### config.mk
export PLATFORM = sky130hd
export DESIGN_NAME = wb_subsystem
export DESIGN_NICKNAME = d
export VERILOG_FILES = /design/src/source/wb_pkg.sv /design/src/source/ex_wb_pipe_reg.sv /design/src/source/wb_stage.sv /design/src/source/reg_file.sv /design/src/source/wb_subsystem.sv
export SDC_FILE = /design/constraint.sdc
export NUM_CORES = 2
export LEC_CHECK = 0
export BUFFER_PORTS_ARGS = -buffer_cell sky130_fd_sc_hd__buf_2
export CORE_UTILIZATION = 35
export CTS_BUF_LIST = sky130_fd_sc_hd__clkbuf_4
export CTS_CLUSTER_DIAMETER = 80
export DETAILED_ROUTE_END_ITERATION = 12
export PLACE_DENSITY_LB_ADDON = 0.08
export SLEW_MARGIN = 20
export SYNTH_ARGS = -nofsm -noshare
export SYNTH_HDL_FRONTEND = slang
export SYNTH_SLANG_ARGS = --single-unit
### constraint.sdc
create_clock -name clk -period 7.89 [get_ports clk]
set_input_delay 1.578 -clock clk [delete_from_list [all_inputs] [get_ports clk]]
set_output_delay 1.578 -clock clk [all_outputs]
set_load 0.02 [all_outputs]
### src/source/wb_pkg.sv
// Shared write-back types and widths; register address width follows rf_depth, MPU codes are 2 bits
package wb_pkg;

  ////////////////////////////////////////////////////////////
  // Data path widths
  ////////////////////////////////////////////////////////////

  // Width of one integer data word
  localparam int unsigned xlen = 32;

  // Number of architectural integer registers including x0
  localparam int unsigned rf_depth = 32;

  // Register address width derived from the register count
  localparam int unsigned rf_addr_w = $clog2(rf_depth);

  ////////////////////////////////////////////////////////////
  // Types
  ////////////////////////////////////////////////////////////

  // Register file address as carried down the pipeline
  typedef logic [rf_addr_w-1:0] rf_addr_t;

  // Result of the MPU check on a data access
  // The encoding keeps MPU_OK at zero so a cleared flop reads as no fault
  typedef enum logic [1:0] {
    MPU_OK       = 2'b00,
    // Load blocked by the MPU
    MPU_RE_FAULT = 2'b01,
    // Store blocked by the MPU
    MPU_WR_FAULT = 2'b10
  } mpu_status_e;

endpackage

### src/source/ex_wb_pipe_reg.sv
// Holds one operation; a new one is taken only when empty or when write-back is ready this cycle
module ex_wb_pipe_reg import wb_pkg::*; (
  input  logic            clk,
  input  logic            rst_n,

  // Execute side
  input  logic            ex_valid_i,
  input  logic            ex_rf_we_i,
  input  rf_addr_t        ex_rf_waddr_i,
  input  logic [xlen-1:0] ex_rf_wdata_i,
  input  logic            ex_lsu_en_i,
  input  logic            ex_xif_en_i,
  input  logic            ex_last_op_i,
  input  logic            ex_abort_op_i,
  output logic            ex_ready_o,

  // Write-back side
  input  logic            wb_ready_i,
  input  logic            kill_wb_i,
  output logic            pipe_valid_o,
  output logic            pipe_rf_we_o,
  output rf_addr_t        pipe_rf_waddr_o,
  output logic [xlen-1:0] pipe_rf_wdata_o,
  output logic            pipe_lsu_en_o,
  output logic            pipe_xif_en_o,
  output logic            pipe_last_op_o,
  output logic            pipe_abort_op_o
);

  logic capture;

  // Room for a new operation when the slot is empty or its content leaves this cycle
  assign ex_ready_o = !pipe_valid_o || wb_ready_i;

  // An operation moves over on an edge where both sides agree
  assign capture = ex_valid_i && ex_ready_o;

  // Valid bit and control flags
  always_ff @(posedge clk or negedge rst_n) begin
    if (!rst_n) begin
      pipe_valid_o    <= 1'b0;
      pipe_rf_we_o    <= 1'b0;
      pipe_lsu_en_o   <= 1'b0;
      pipe_xif_en_o   <= 1'b0;
      pipe_last_op_o  <= 1'b0;
      pipe_abort_op_o <= 1'b0;
    end else begin
      if (capture) begin
        pipe_valid_o    <= 1'b1;
        pipe_rf_we_o    <= ex_rf_we_i;
        pipe_lsu_en_o   <= ex_lsu_en_i;
        pipe_xif_en_o   <= ex_xif_en_i;
        pipe_last_op_o  <= ex_last_op_i;
        pipe_abort_op_o <= ex_abort_op_i;
      end else if (kill_wb_i || wb_ready_i) begin
        // The held operation retired or was killed and nothing replaces it
        pipe_valid_o <= 1'b0;
      end
    end
  end

  // Address and data only matter while the valid bit is set
  always_ff @(posedge clk) begin
    if (capture) begin
      pipe_rf_waddr_o <= ex_rf_waddr_i;
      pipe_rf_wdata_o <= ex_rf_wdata_i;
    end
  end

endmodule

### src/source/wb_stage.sv
// Combinational write-back except for sticky load flops; expects at most one load response per load
module wb_stage import wb_pkg::*; (
  input  logic            clk,
  input  logic            rst_n,

  // Operation held in the EX/WB register
  input  logic            pipe_valid_i,
  input  logic            pipe_rf_we_i,
  input  rf_addr_t        pipe_rf_waddr_i,
  input  logic [xlen-1:0] pipe_rf_wdata_i,
  input  logic            pipe_lsu_en_i,
  input  logic            pipe_xif_en_i,
  input  logic            pipe_last_op_i,
  input  logic            pipe_abort_op_i,

  // Controller levels
  input  logic            halt_wb_i,
  input  logic            kill_wb_i,

  // Load response strobe
  input  logic            lsu_valid_i,
  input  logic [xlen-1:0] lsu_rdata_i,
  input  mpu_status_e     lsu_mpu_status_i,
  input  logic            lsu_wpt_match_i,
  output logic            lsu_valid_o,

  // Coprocessor result
  input  logic            xif_result_valid_i,
  input  logic [xlen-1:0] xif_result_data_i,
  input  logic            xif_result_exc_i,
  output logic            xif_result_ready_o,

  // Register file write port
  output logic            rf_we_o,
  output rf_addr_t        rf_waddr_o,
  output logic [xlen-1:0] rf_wdata_o,

  // Stage handshake and status
  output logic            wb_ready_o,
  output logic            wb_valid_o,
  output logic            data_stall_o,
  output logic            last_op_o,
  output logic            abort_op_o,
  output logic            wpt_match_o,
  output mpu_status_e     mpu_status_o
);

  logic            instr_valid;
  logic            lsu_exception;
  logic            xif_waiting;
  logic            xif_exception;

  // Sticky copies of the volatile load response
  logic            lsu_valid_q;
  logic            lsu_wpt_match_q;
  mpu_status_e     lsu_mpu_status_q;
  logic [xlen-1:0] lsu_rdata_q;

  // Response seen now or earlier, whichever applies
  logic            lsu_valid;
  logic            lsu_wpt_match;
  mpu_status_e     lsu_mpu_status;
  logic [xlen-1:0] lsu_rdata;

  // The operation may complete only when neither killed nor halted
  assign instr_valid = pipe_valid_i && !kill_wb_i && !halt_wb_i;

  // MPU faults only count for loads
  assign lsu_exception = pipe_lsu_en_i && (lsu_mpu_status != MPU_OK);

  ////////////////////////////////////////////////////////////
  // Coprocessor result
  ////////////////////////////////////////////////////////////

  // No result yet for the coprocessor operation in WB
  assign xif_waiting = pipe_valid_i && pipe_xif_en_i && !xif_result_valid_i;

  // Result arrived but flags a synchronous exception, so no write-back
  assign xif_exception = pipe_valid_i && pipe_xif_en_i && xif_result_valid_i && xif_result_exc_i;

  assign xif_result_ready_o = pipe_valid_i && pipe_xif_en_i;

  ////////////////////////////////////////////////////////////
  // Load response and sticky flops
  ////////////////////////////////////////////////////////////

  assign lsu_valid_o = pipe_valid_i && pipe_lsu_en_i;

  assign lsu_valid      = lsu_valid_q ? 1'b1             : lsu_valid_i;
  assign lsu_wpt_match  = lsu_valid_q ? lsu_wpt_match_q  : lsu_wpt_match_i;
  assign lsu_mpu_status = lsu_valid_q ? lsu_mpu_status_q : lsu_mpu_status_i;
  assign lsu_rdata      = lsu_valid_q ? lsu_rdata_q      : lsu_rdata_i;

  // A response that could not retire in its own cycle is kept until retire or kill
  always_ff @(posedge clk or negedge rst_n) begin
    if (!rst_n) begin
      lsu_valid_q      <= 1'b0;
      lsu_wpt_match_q  <= 1'b0;
      lsu_mpu_status_q <= MPU_OK;
    end else if (wb_valid_o || kill_wb_i) begin
      lsu_valid_q      <= 1'b0;
      lsu_wpt_match_q  <= 1'b0;
      lsu_mpu_status_q <= MPU_OK;
    end else if (lsu_valid_i) begin
      lsu_valid_q      <= 1'b1;
      lsu_wpt_match_q  <= lsu_wpt_match_i;
      lsu_mpu_status_q <= lsu_mpu_status_i;
    end
  end

  // Load data for a halted load, read only while lsu_valid_q is set
  always_ff @(posedge clk) begin
    if (lsu_valid_i) begin
      lsu_rdata_q <= lsu_rdata_i;
    end
  end

  ////////////////////////////////////////////////////////////
  // Register file write
  ////////////////////////////////////////////////////////////

  // Loads write only once their data is present, faulted or matched loads never
  assign rf_we_o = pipe_rf_we_i && instr_valid && !lsu_exception && !lsu_wpt_match
                   && !xif_waiting && !xif_exception && !(pipe_lsu_en_i && !lsu_valid);

  assign rf_waddr_o = pipe_rf_waddr_i;

  assign rf_wdata_o = pipe_lsu_en_i ? lsu_rdata         :
                      pipe_xif_en_i ? xif_result_data_i :
                                      pipe_rf_wdata_i;

  ////////////////////////////////////////////////////////////
  // Stage status
  ////////////////////////////////////////////////////////////

  // Waiting on the load response
  assign data_stall_o = pipe_lsu_en_i && !lsu_valid && instr_valid;

  // Kill always frees the stage, otherwise every wait source holds it
  assign wb_ready_o = kill_wb_i || (!data_stall_o && !xif_waiting && !halt_wb_i);

  // One pulse per retired operation, exceptions included
  assign wb_valid_o = instr_valid &&
                      ((!pipe_lsu_en_i && !xif_waiting) || (pipe_lsu_en_i && lsu_valid));

  assign last_op_o = pipe_valid_i && pipe_last_op_i;

  // MPU fault or watchpoint match on a load ends the sequence as well
  assign abort_op_o = pipe_valid_i &&
                      (pipe_abort_op_i || lsu_exception || (pipe_lsu_en_i && lsu_wpt_match));

  assign wpt_match_o  = lsu_wpt_match;
  assign mpu_status_o = lsu_mpu_status;

endmodule

### src/source/reg_file.sv
// Integer register file with one write and one combinational read port; x0 always reads zero
module reg_file import wb_pkg::*; (
  input  logic            clk,
  input  logic            rst_n,

  // Write port, sampled at the rising edge
  input  logic            we_i,
  input  rf_addr_t        waddr_i,
  input  logic [xlen-1:0] wdata_i,

  // Read port
  input  rf_addr_t        raddr_i,
  output logic [xlen-1:0] rdata_o
);

  ////////////////////////////////////////////////////////////
  // Storage
  ////////////////////////////////////////////////////////////

  // x0 has no storage, only x1 and up are real flops
  logic [xlen-1:0] mem [1:rf_depth-1];

  always_ff @(posedge clk or negedge rst_n) begin
    if (!rst_n) begin
      for (int i = 1; i < rf_depth; i++) begin
        mem[i] <= '0;
      end
    end else if (we_i && (waddr_i != '0)) begin
      // Writes to x0 fall through here without effect
      mem[waddr_i] <= wdata_i;
    end
  end

  ////////////////////////////////////////////////////////////
  // Read
  ////////////////////////////////////////////////////////////

  // New data becomes visible the cycle after the write edge
  assign rdata_o = (raddr_i == '0) ? '0 : mem[raddr_i];

endmodule

### src/source/wb_subsystem.sv
// Write-back end of the pipeline; results are observed only through the single register read port
module wb_subsystem import wb_pkg::*; (
  input  logic            clk,
  input  logic            rst_n,

  // Execute side
  input  logic            ex_valid_i,
  input  logic            ex_rf_we_i,
  input  rf_addr_t        ex_rf_waddr_i,
  input  logic [xlen-1:0] ex_rf_wdata_i,
  input  logic            ex_lsu_en_i,
  input  logic            ex_xif_en_i,
  input  logic            ex_last_op_i,
  input  logic            ex_abort_op_i,
  output logic            ex_ready_o,

  // Load side
  output logic            lsu_valid_o,
  input  logic            lsu_valid_i,
  input  logic [xlen-1:0] lsu_rdata_i,
  input  mpu_status_e     lsu_mpu_status_i,
  input  logic            lsu_wpt_match_i,

  // Coprocessor side
  input  logic            xif_result_valid_i,
  input  logic [xlen-1:0] xif_result_data_i,
  input  logic            xif_result_exc_i,
  output logic            xif_result_ready_o,

  // Controller
  input  logic            halt_wb_i,
  input  logic            kill_wb_i,

  // Observation
  input  rf_addr_t        rd_addr_i,
  output logic [xlen-1:0] rd_data_o,
  output logic            wb_valid_o,
  output logic            data_stall_o,
  output logic            last_op_o,
  output logic            abort_op_o,
  output logic            wpt_match_o,
  output mpu_status_e     mpu_status_o
);

  // EX/WB register contents
  logic            pipe_valid;
  logic            pipe_rf_we;
  rf_addr_t        pipe_rf_waddr;
  logic [xlen-1:0] pipe_rf_wdata;
  logic            pipe_lsu_en;
  logic            pipe_xif_en;
  logic            pipe_last_op;
  logic            pipe_abort_op;

  // Back-pressure and register write port
  logic            wb_ready;
  logic            rf_we;
  rf_addr_t        rf_waddr;
  logic [xlen-1:0] rf_wdata;

  ex_wb_pipe_reg u_ex_wb_pipe_reg (
    .clk             (clk),
    .rst_n           (rst_n),
    .ex_valid_i      (ex_valid_i),
    .ex_rf_we_i      (ex_rf_we_i),
    .ex_rf_waddr_i   (ex_rf_waddr_i),
    .ex_rf_wdata_i   (ex_rf_wdata_i),
    .ex_lsu_en_i     (ex_lsu_en_i),
    .ex_xif_en_i     (ex_xif_en_i),
    .ex_last_op_i    (ex_last_op_i),
    .ex_abort_op_i   (ex_abort_op_i),
    .ex_ready_o      (ex_ready_o),
    .wb_ready_i      (wb_ready),
    .kill_wb_i       (kill_wb_i),
    .pipe_valid_o    (pipe_valid),
    .pipe_rf_we_o    (pipe_rf_we),
    .pipe_rf_waddr_o (pipe_rf_waddr),
    .pipe_rf_wdata_o (pipe_rf_wdata),
    .pipe_lsu_en_o   (pipe_lsu_en),
    .pipe_xif_en_o   (pipe_xif_en),
    .pipe_last_op_o  (pipe_last_op),
    .pipe_abort_op_o (pipe_abort_op)
  );

  wb_stage u_wb_stage (
    .clk                (clk),
    .rst_n              (rst_n),
    .pipe_valid_i       (pipe_valid),
    .pipe_rf_we_i       (pipe_rf_we),
    .pipe_rf_waddr_i    (pipe_rf_waddr),
    .pipe_rf_wdata_i    (pipe_rf_wdata),
    .pipe_lsu_en_i      (pipe_lsu_en),
    .pipe_xif_en_i      (pipe_xif_en),
    .pipe_last_op_i     (pipe_last_op),
    .pipe_abort_op_i    (pipe_abort_op),
    .halt_wb_i          (halt_wb_i),
    .kill_wb_i          (kill_wb_i),
    .lsu_valid_i        (lsu_valid_i),
    .lsu_rdata_i        (lsu_rdata_i),
    .lsu_mpu_status_i   (lsu_mpu_status_i),
    .lsu_wpt_match_i    (lsu_wpt_match_i),
    .lsu_valid_o        (lsu_valid_o),
    .xif_result_valid_i (xif_result_valid_i),
    .xif_result_data_i  (xif_result_data_i),
    .xif_result_exc_i   (xif_result_exc_i),
    .xif_result_ready_o (xif_result_ready_o),
    .rf_we_o            (rf_we),
    .rf_waddr_o         (rf_waddr),
    .rf_wdata_o         (rf_wdata),
    .wb_ready_o         (wb_ready),
    .wb_valid_o         (wb_valid_o),
    .data_stall_o       (data_stall_o),
    .last_op_o          (last_op_o),
    .abort_op_o         (abort_op_o),
    .wpt_match_o        (wpt_match_o),
    .mpu_status_o       (mpu_status_o)
  );

  reg_file u_reg_file (
    .clk     (clk),
    .rst_n   (rst_n),
    .we_i    (rf_we),
    .waddr_i (rf_waddr),
    .wdata_i (rf_wdata),
    .raddr_i (rd_addr_i),
    .rdata_o (rd_data_o)
  );

endmodule

==> run_results.csv <==
group,metric,value,unit
layout,number_of_standard_cells_in_the_layout_taps_in_and_fillers_out,5768,
synth,synth.ff_latch_count,1071,
route,ant_nets,0,
timing,worst_slew_pin_slew,1.13,ns
grt,number_of_antenna_violations_at_the_first_check_in_global_routing,7,
min_path,hp-class,"input port to asynchronous set/reset pin",
placed_design,place.port_buffers,163,
critical_path,critPathBufInv,3,
grt,grt_max_degree,178,
route,routed_wire_length_per_instance,26.2,um
synth,leading_area_contributor_after_synthesis,"sky130_fd_sc_hd__dfrtp_1",
critical_path,crit_fanout,44,
power_and_ir_drop,ir_worst_vdd,0.000124,V
route,firstDrtPassIters,4,
clock_network,clk-insertion-delay-late,1.26,ns
clock_network,cts_repair_resize_count,0,
synth,synth_cell_type_count,43,
timing,timing.slew.headroom,24.7,%
critical_path,critical_path_endpoint,"rd_data_o[31]",
synth,postSynth.asyncResetShare,93.6,%
synth,post_synth.cell_area_avg,14.3,um^2
clock_network,postCtsSetupRepairBufs,0,
timing,final_min_period_over_clock_period,76.9,%
synth,synthesis.nets,3558,
synth,synth_compound_area_share,5.47,%
synth,synth_adder_area_share,0,%
floorplan,start_util,35.3,%
floorplan,die_width,377,um
floorplan,floorplan.rows,137,
critical_path,regToRegEndpoint,"u_reg_file.mem[857]",
timing,fin_crit,6.06,ns
power_and_ir_drop,total_power,12.4,mW
critical_path,r2r.worst_path.cells,6,
route,dr_total_vias,30900,
placed_design,placed_cells_incl_taps,5243,
grt,global_route_usage_over_all_layers,21.5,%
timing,finalSetupViolations,0,
clock_network,cts.path.max_buffers,4,
timing,drv_slew,0,
critical_path,critical_path.most_common_cell,"sky130_fd_sc_hd__buf_4",
critical_path,r2r-start,"u_wb_stage.lsu_valid_q",
critical_path,critical_path_cell_count,6,
layout,nets,3815,
synth,yosys_warnings,0,
critical_path,slowest_delay,0.82,ns
layout,share_of_layout_cells_above_drive_strength_1,47.6,%
grt,grt_pass1_vias,33900,
power_and_ir_drop,static_leakage,27.0,nW
timing,clock-skew-final,0.0852,ns
route,detailedRoute.firstIterationViolations,1602,
synth,synth.yosys.seq_area_share,55.1,%
timing,achievable-frequency,165,MHz
floorplan,design.core.area,140000,um^2
synth,synth-xor-area-share,0,%
synth,synth-simple-area-share,2.39,%
floorplan,dieArea,142000,um^2
route,drc,0,
critical_path,worst_path_max_delay_cell,"sky130_fd_sc_hd__a211oi_1",
critical_path,r2r_setup_slack,3.56,ns
route,routed_wl,151000,um
placed_design,detailedPlacementHpwl,89300,um
synth,netlist_instances,3436,
clock_network,cts.sink_count,1071,
grt,grt_pass1_wl,226000,um
clock_network,holdBufCountCts,0,
clock_network,ctsRootBufferMaster,"sky130_fd_sc_hd__clkbuf_4",
critical_path,timing.critical_path.max_delay_family,"buffers and inverters",
critical_path,timing.critical_path.from_type,"input port",
outcome,outcome,"complete, no violations",
synth,netlist.area_leader.share,50.9,%
clock_network,cts_tree,"done",
power_and_ir_drop,power_density,221,nW/um^2
critical_path,setup.worst_path.start,"rd_addr_i[1]",
layout,areaGrowthSynthToFinish,13.6,%
floorplan,num_io_pins,164,
timing,setup_ws,1.83,ns
critical_path,worstSetupPathType,"input port to output pin",
floorplan,die_y,377,um
timing,setup_tns,0,ns
critical_path,critical_path_sink_type,"output pin",
synth,post_synth_mux_area_share,33.7,%
synth,netlist_area,49300,um^2
clock_network,clk_transition_reported_paths,0.06,ns
clock_network,clock_tree.htree_level_count,5,
route,routed_via_density,5.36,
placed_design,setup_slack_at_placement,1.83,ns
synth,main_combinational_cell_family_by_area_after_synthesis,"multiplexers",
critical_path,worst-endpoint-arrival,4.49,ns
grt,leftover_overflow_at_the_end_of_global_routing,0,
clock_network,cts_inserted_buffers,323,
timing,rsz0062_at_grt,"no",
synth,synth_enable_flop_cells,69,
synth,yosys-top-cells-area,"sky130_fd_sc_hd__dfrtp_1 (51%), sky130_fd_sc_hd__mux2_2 (22%), sky130_fd_sc_hd__mux2i_1 (7.1%)",
synth,prevailing_post_synth_register_cell,"sky130_fd_sc_hd__dfrtp_1",
critical_path,crit_chain,"buf_4 > buf_4 > mux4_2 > o211ai_1 > a211oi_1 > buf_2",
critical_path,required_time_worst_endpoint,6.31,ns
job,maxCapViolations,0,
timing,hold_viol_final,0,
placed_design,routabilityCongestion,0.767,
[where the power goes]
group          switching, mW  internal (mW)
Combinational          0.951          0.431
Clock                   2.39           2.74
Sequential             0.106           5.76
[cells in the mapped netlist, drive strengths merged (6+ instances only)]
master,n
mux2,1065
dfrtp,1002
mux2i,352
o22ai,192
clkbuf,175
buf,164
edfxtp,69
nor3,60
o21ai,50
mux4,49
a211oi,47
nor2b,39
a21oi,32
o211ai,24
o311a,18
a221oi,17
or3,17
a221o,15
nand2b,8
nor2,7
nand2,6
o2111ai,6
[worst reg2reg max path: stages, from the launching register on]
cell                      delay [ns]
sky130_fd_sc_hd__dfrtp_2        0.34
sky130_fd_sc_hd__buf_4          0.50
sky130_fd_sc_hd__mux2i_2        0.54
sky130_fd_sc_hd__nand4_2        0.83
sky130_fd_sc_hd__nor3_4         1.18
sky130_fd_sc_hd__buf_4          0.40
sky130_fd_sc_hd__mux2_2         0.38
[stage by stage]
stage | area [um^2] | hold WS [ns] | util [%]
finish | 55900 | 0.443 | 40.1
CTS | 55800 | 0.345 | 40.0
detailed placement | 52100 | 0.472 | 37.3
global placement | 52100 | 0.462 | 37.3
floorplan | 49300 | 0.452 | -
global route | 55900 | 0.385 | 40.1
[how the worst min path moves through the flow]
stage	start	end	slack, ns
after global placement	u_reg_file.mem[708]	u_reg_file.mem[708]	0.46
after CTS	rst_n	u_reg_file.mem[428]	0.35
after global routing	rst_n	u_reg_file.mem[428]	0.39
after floorplan	u_reg_file.mem[644]	u_reg_file.mem[644]	0.45
final	rst_n	u_reg_file.mem[72]	0.44
after detailed placement	u_reg_file.mem[604]	u_reg_file.mem[604]	0.47
[registers in the layout, indices dropped and copies added, names as in the netlist, 2 cells and up]
| name | cells |
|---|---|
| u_reg_file.mem | 992 |
| u_ex_wb_pipe_reg.pipe_rf_wdata_o | 32 |
| u_wb_stage.lsu_rdata_q | 32 |
| u_ex_wb_pipe_reg.pipe_rf_waddr_o | 5 |
| u_wb_stage.lsu_mpu_status_q | 2 |
[kinds of logic (layout without fill, tap and decap cells)]
logic type | after synthesis | after routing
AO/OA/AOI/OAI | 403 | 403
flip-flops | 1071 | 1071
buffers and inverters | 343 | 786
other | 0 | 13
multiplexers | 1466 | 1466
AND/OR/NAND/NOR | 153 | 153
[cell type report]
class | instances | area (um^2)
tap | 1876 | 2350
clock buffer | 462 | 3470
inverter | 4 | 15.0
antenna | 13 | 32.5
clock inverter | 49 | 265
fill | 13200 | 83600
sequential | 1071 | 27200
multi-input combinational | 2022 | 20800
timing repair buffer | 271 | 1820
[layer usage]
metal,global-route usage (%),vias to the layer above,wire [um]
li1,-,13500,-
met1,29.3,16300,69700
met2,33.5,820,69600
met3,4.64,330,7120
met4,8.15,4,4550
met5,0,-,28
[cell usage in the layout, fill, tap and decap left out, types with 47 or more instances in the layout]
master,instances
sky130_fd_sc_hd__buf_4,95
sky130_fd_sc_hd__a211oi_1,47
sky130_fd_sc_hd__o22ai_1,192
sky130_fd_sc_hd__edfxtp_1,69
sky130_fd_sc_hd__buf_2,160
sky130_fd_sc_hd__mux2i_1,351
sky130_fd_sc_hd__mux2_1,93
sky130_fd_sc_hd__o21ai_0,50
sky130_fd_sc_hd__clkbuf_4,462
sky130_fd_sc_hd__mux4_2,49
sky130_fd_sc_hd__dfrtp_1,999
sky130_fd_sc_hd__mux2_2,972
Note: power is estimated with default switching activity, not from simulation.
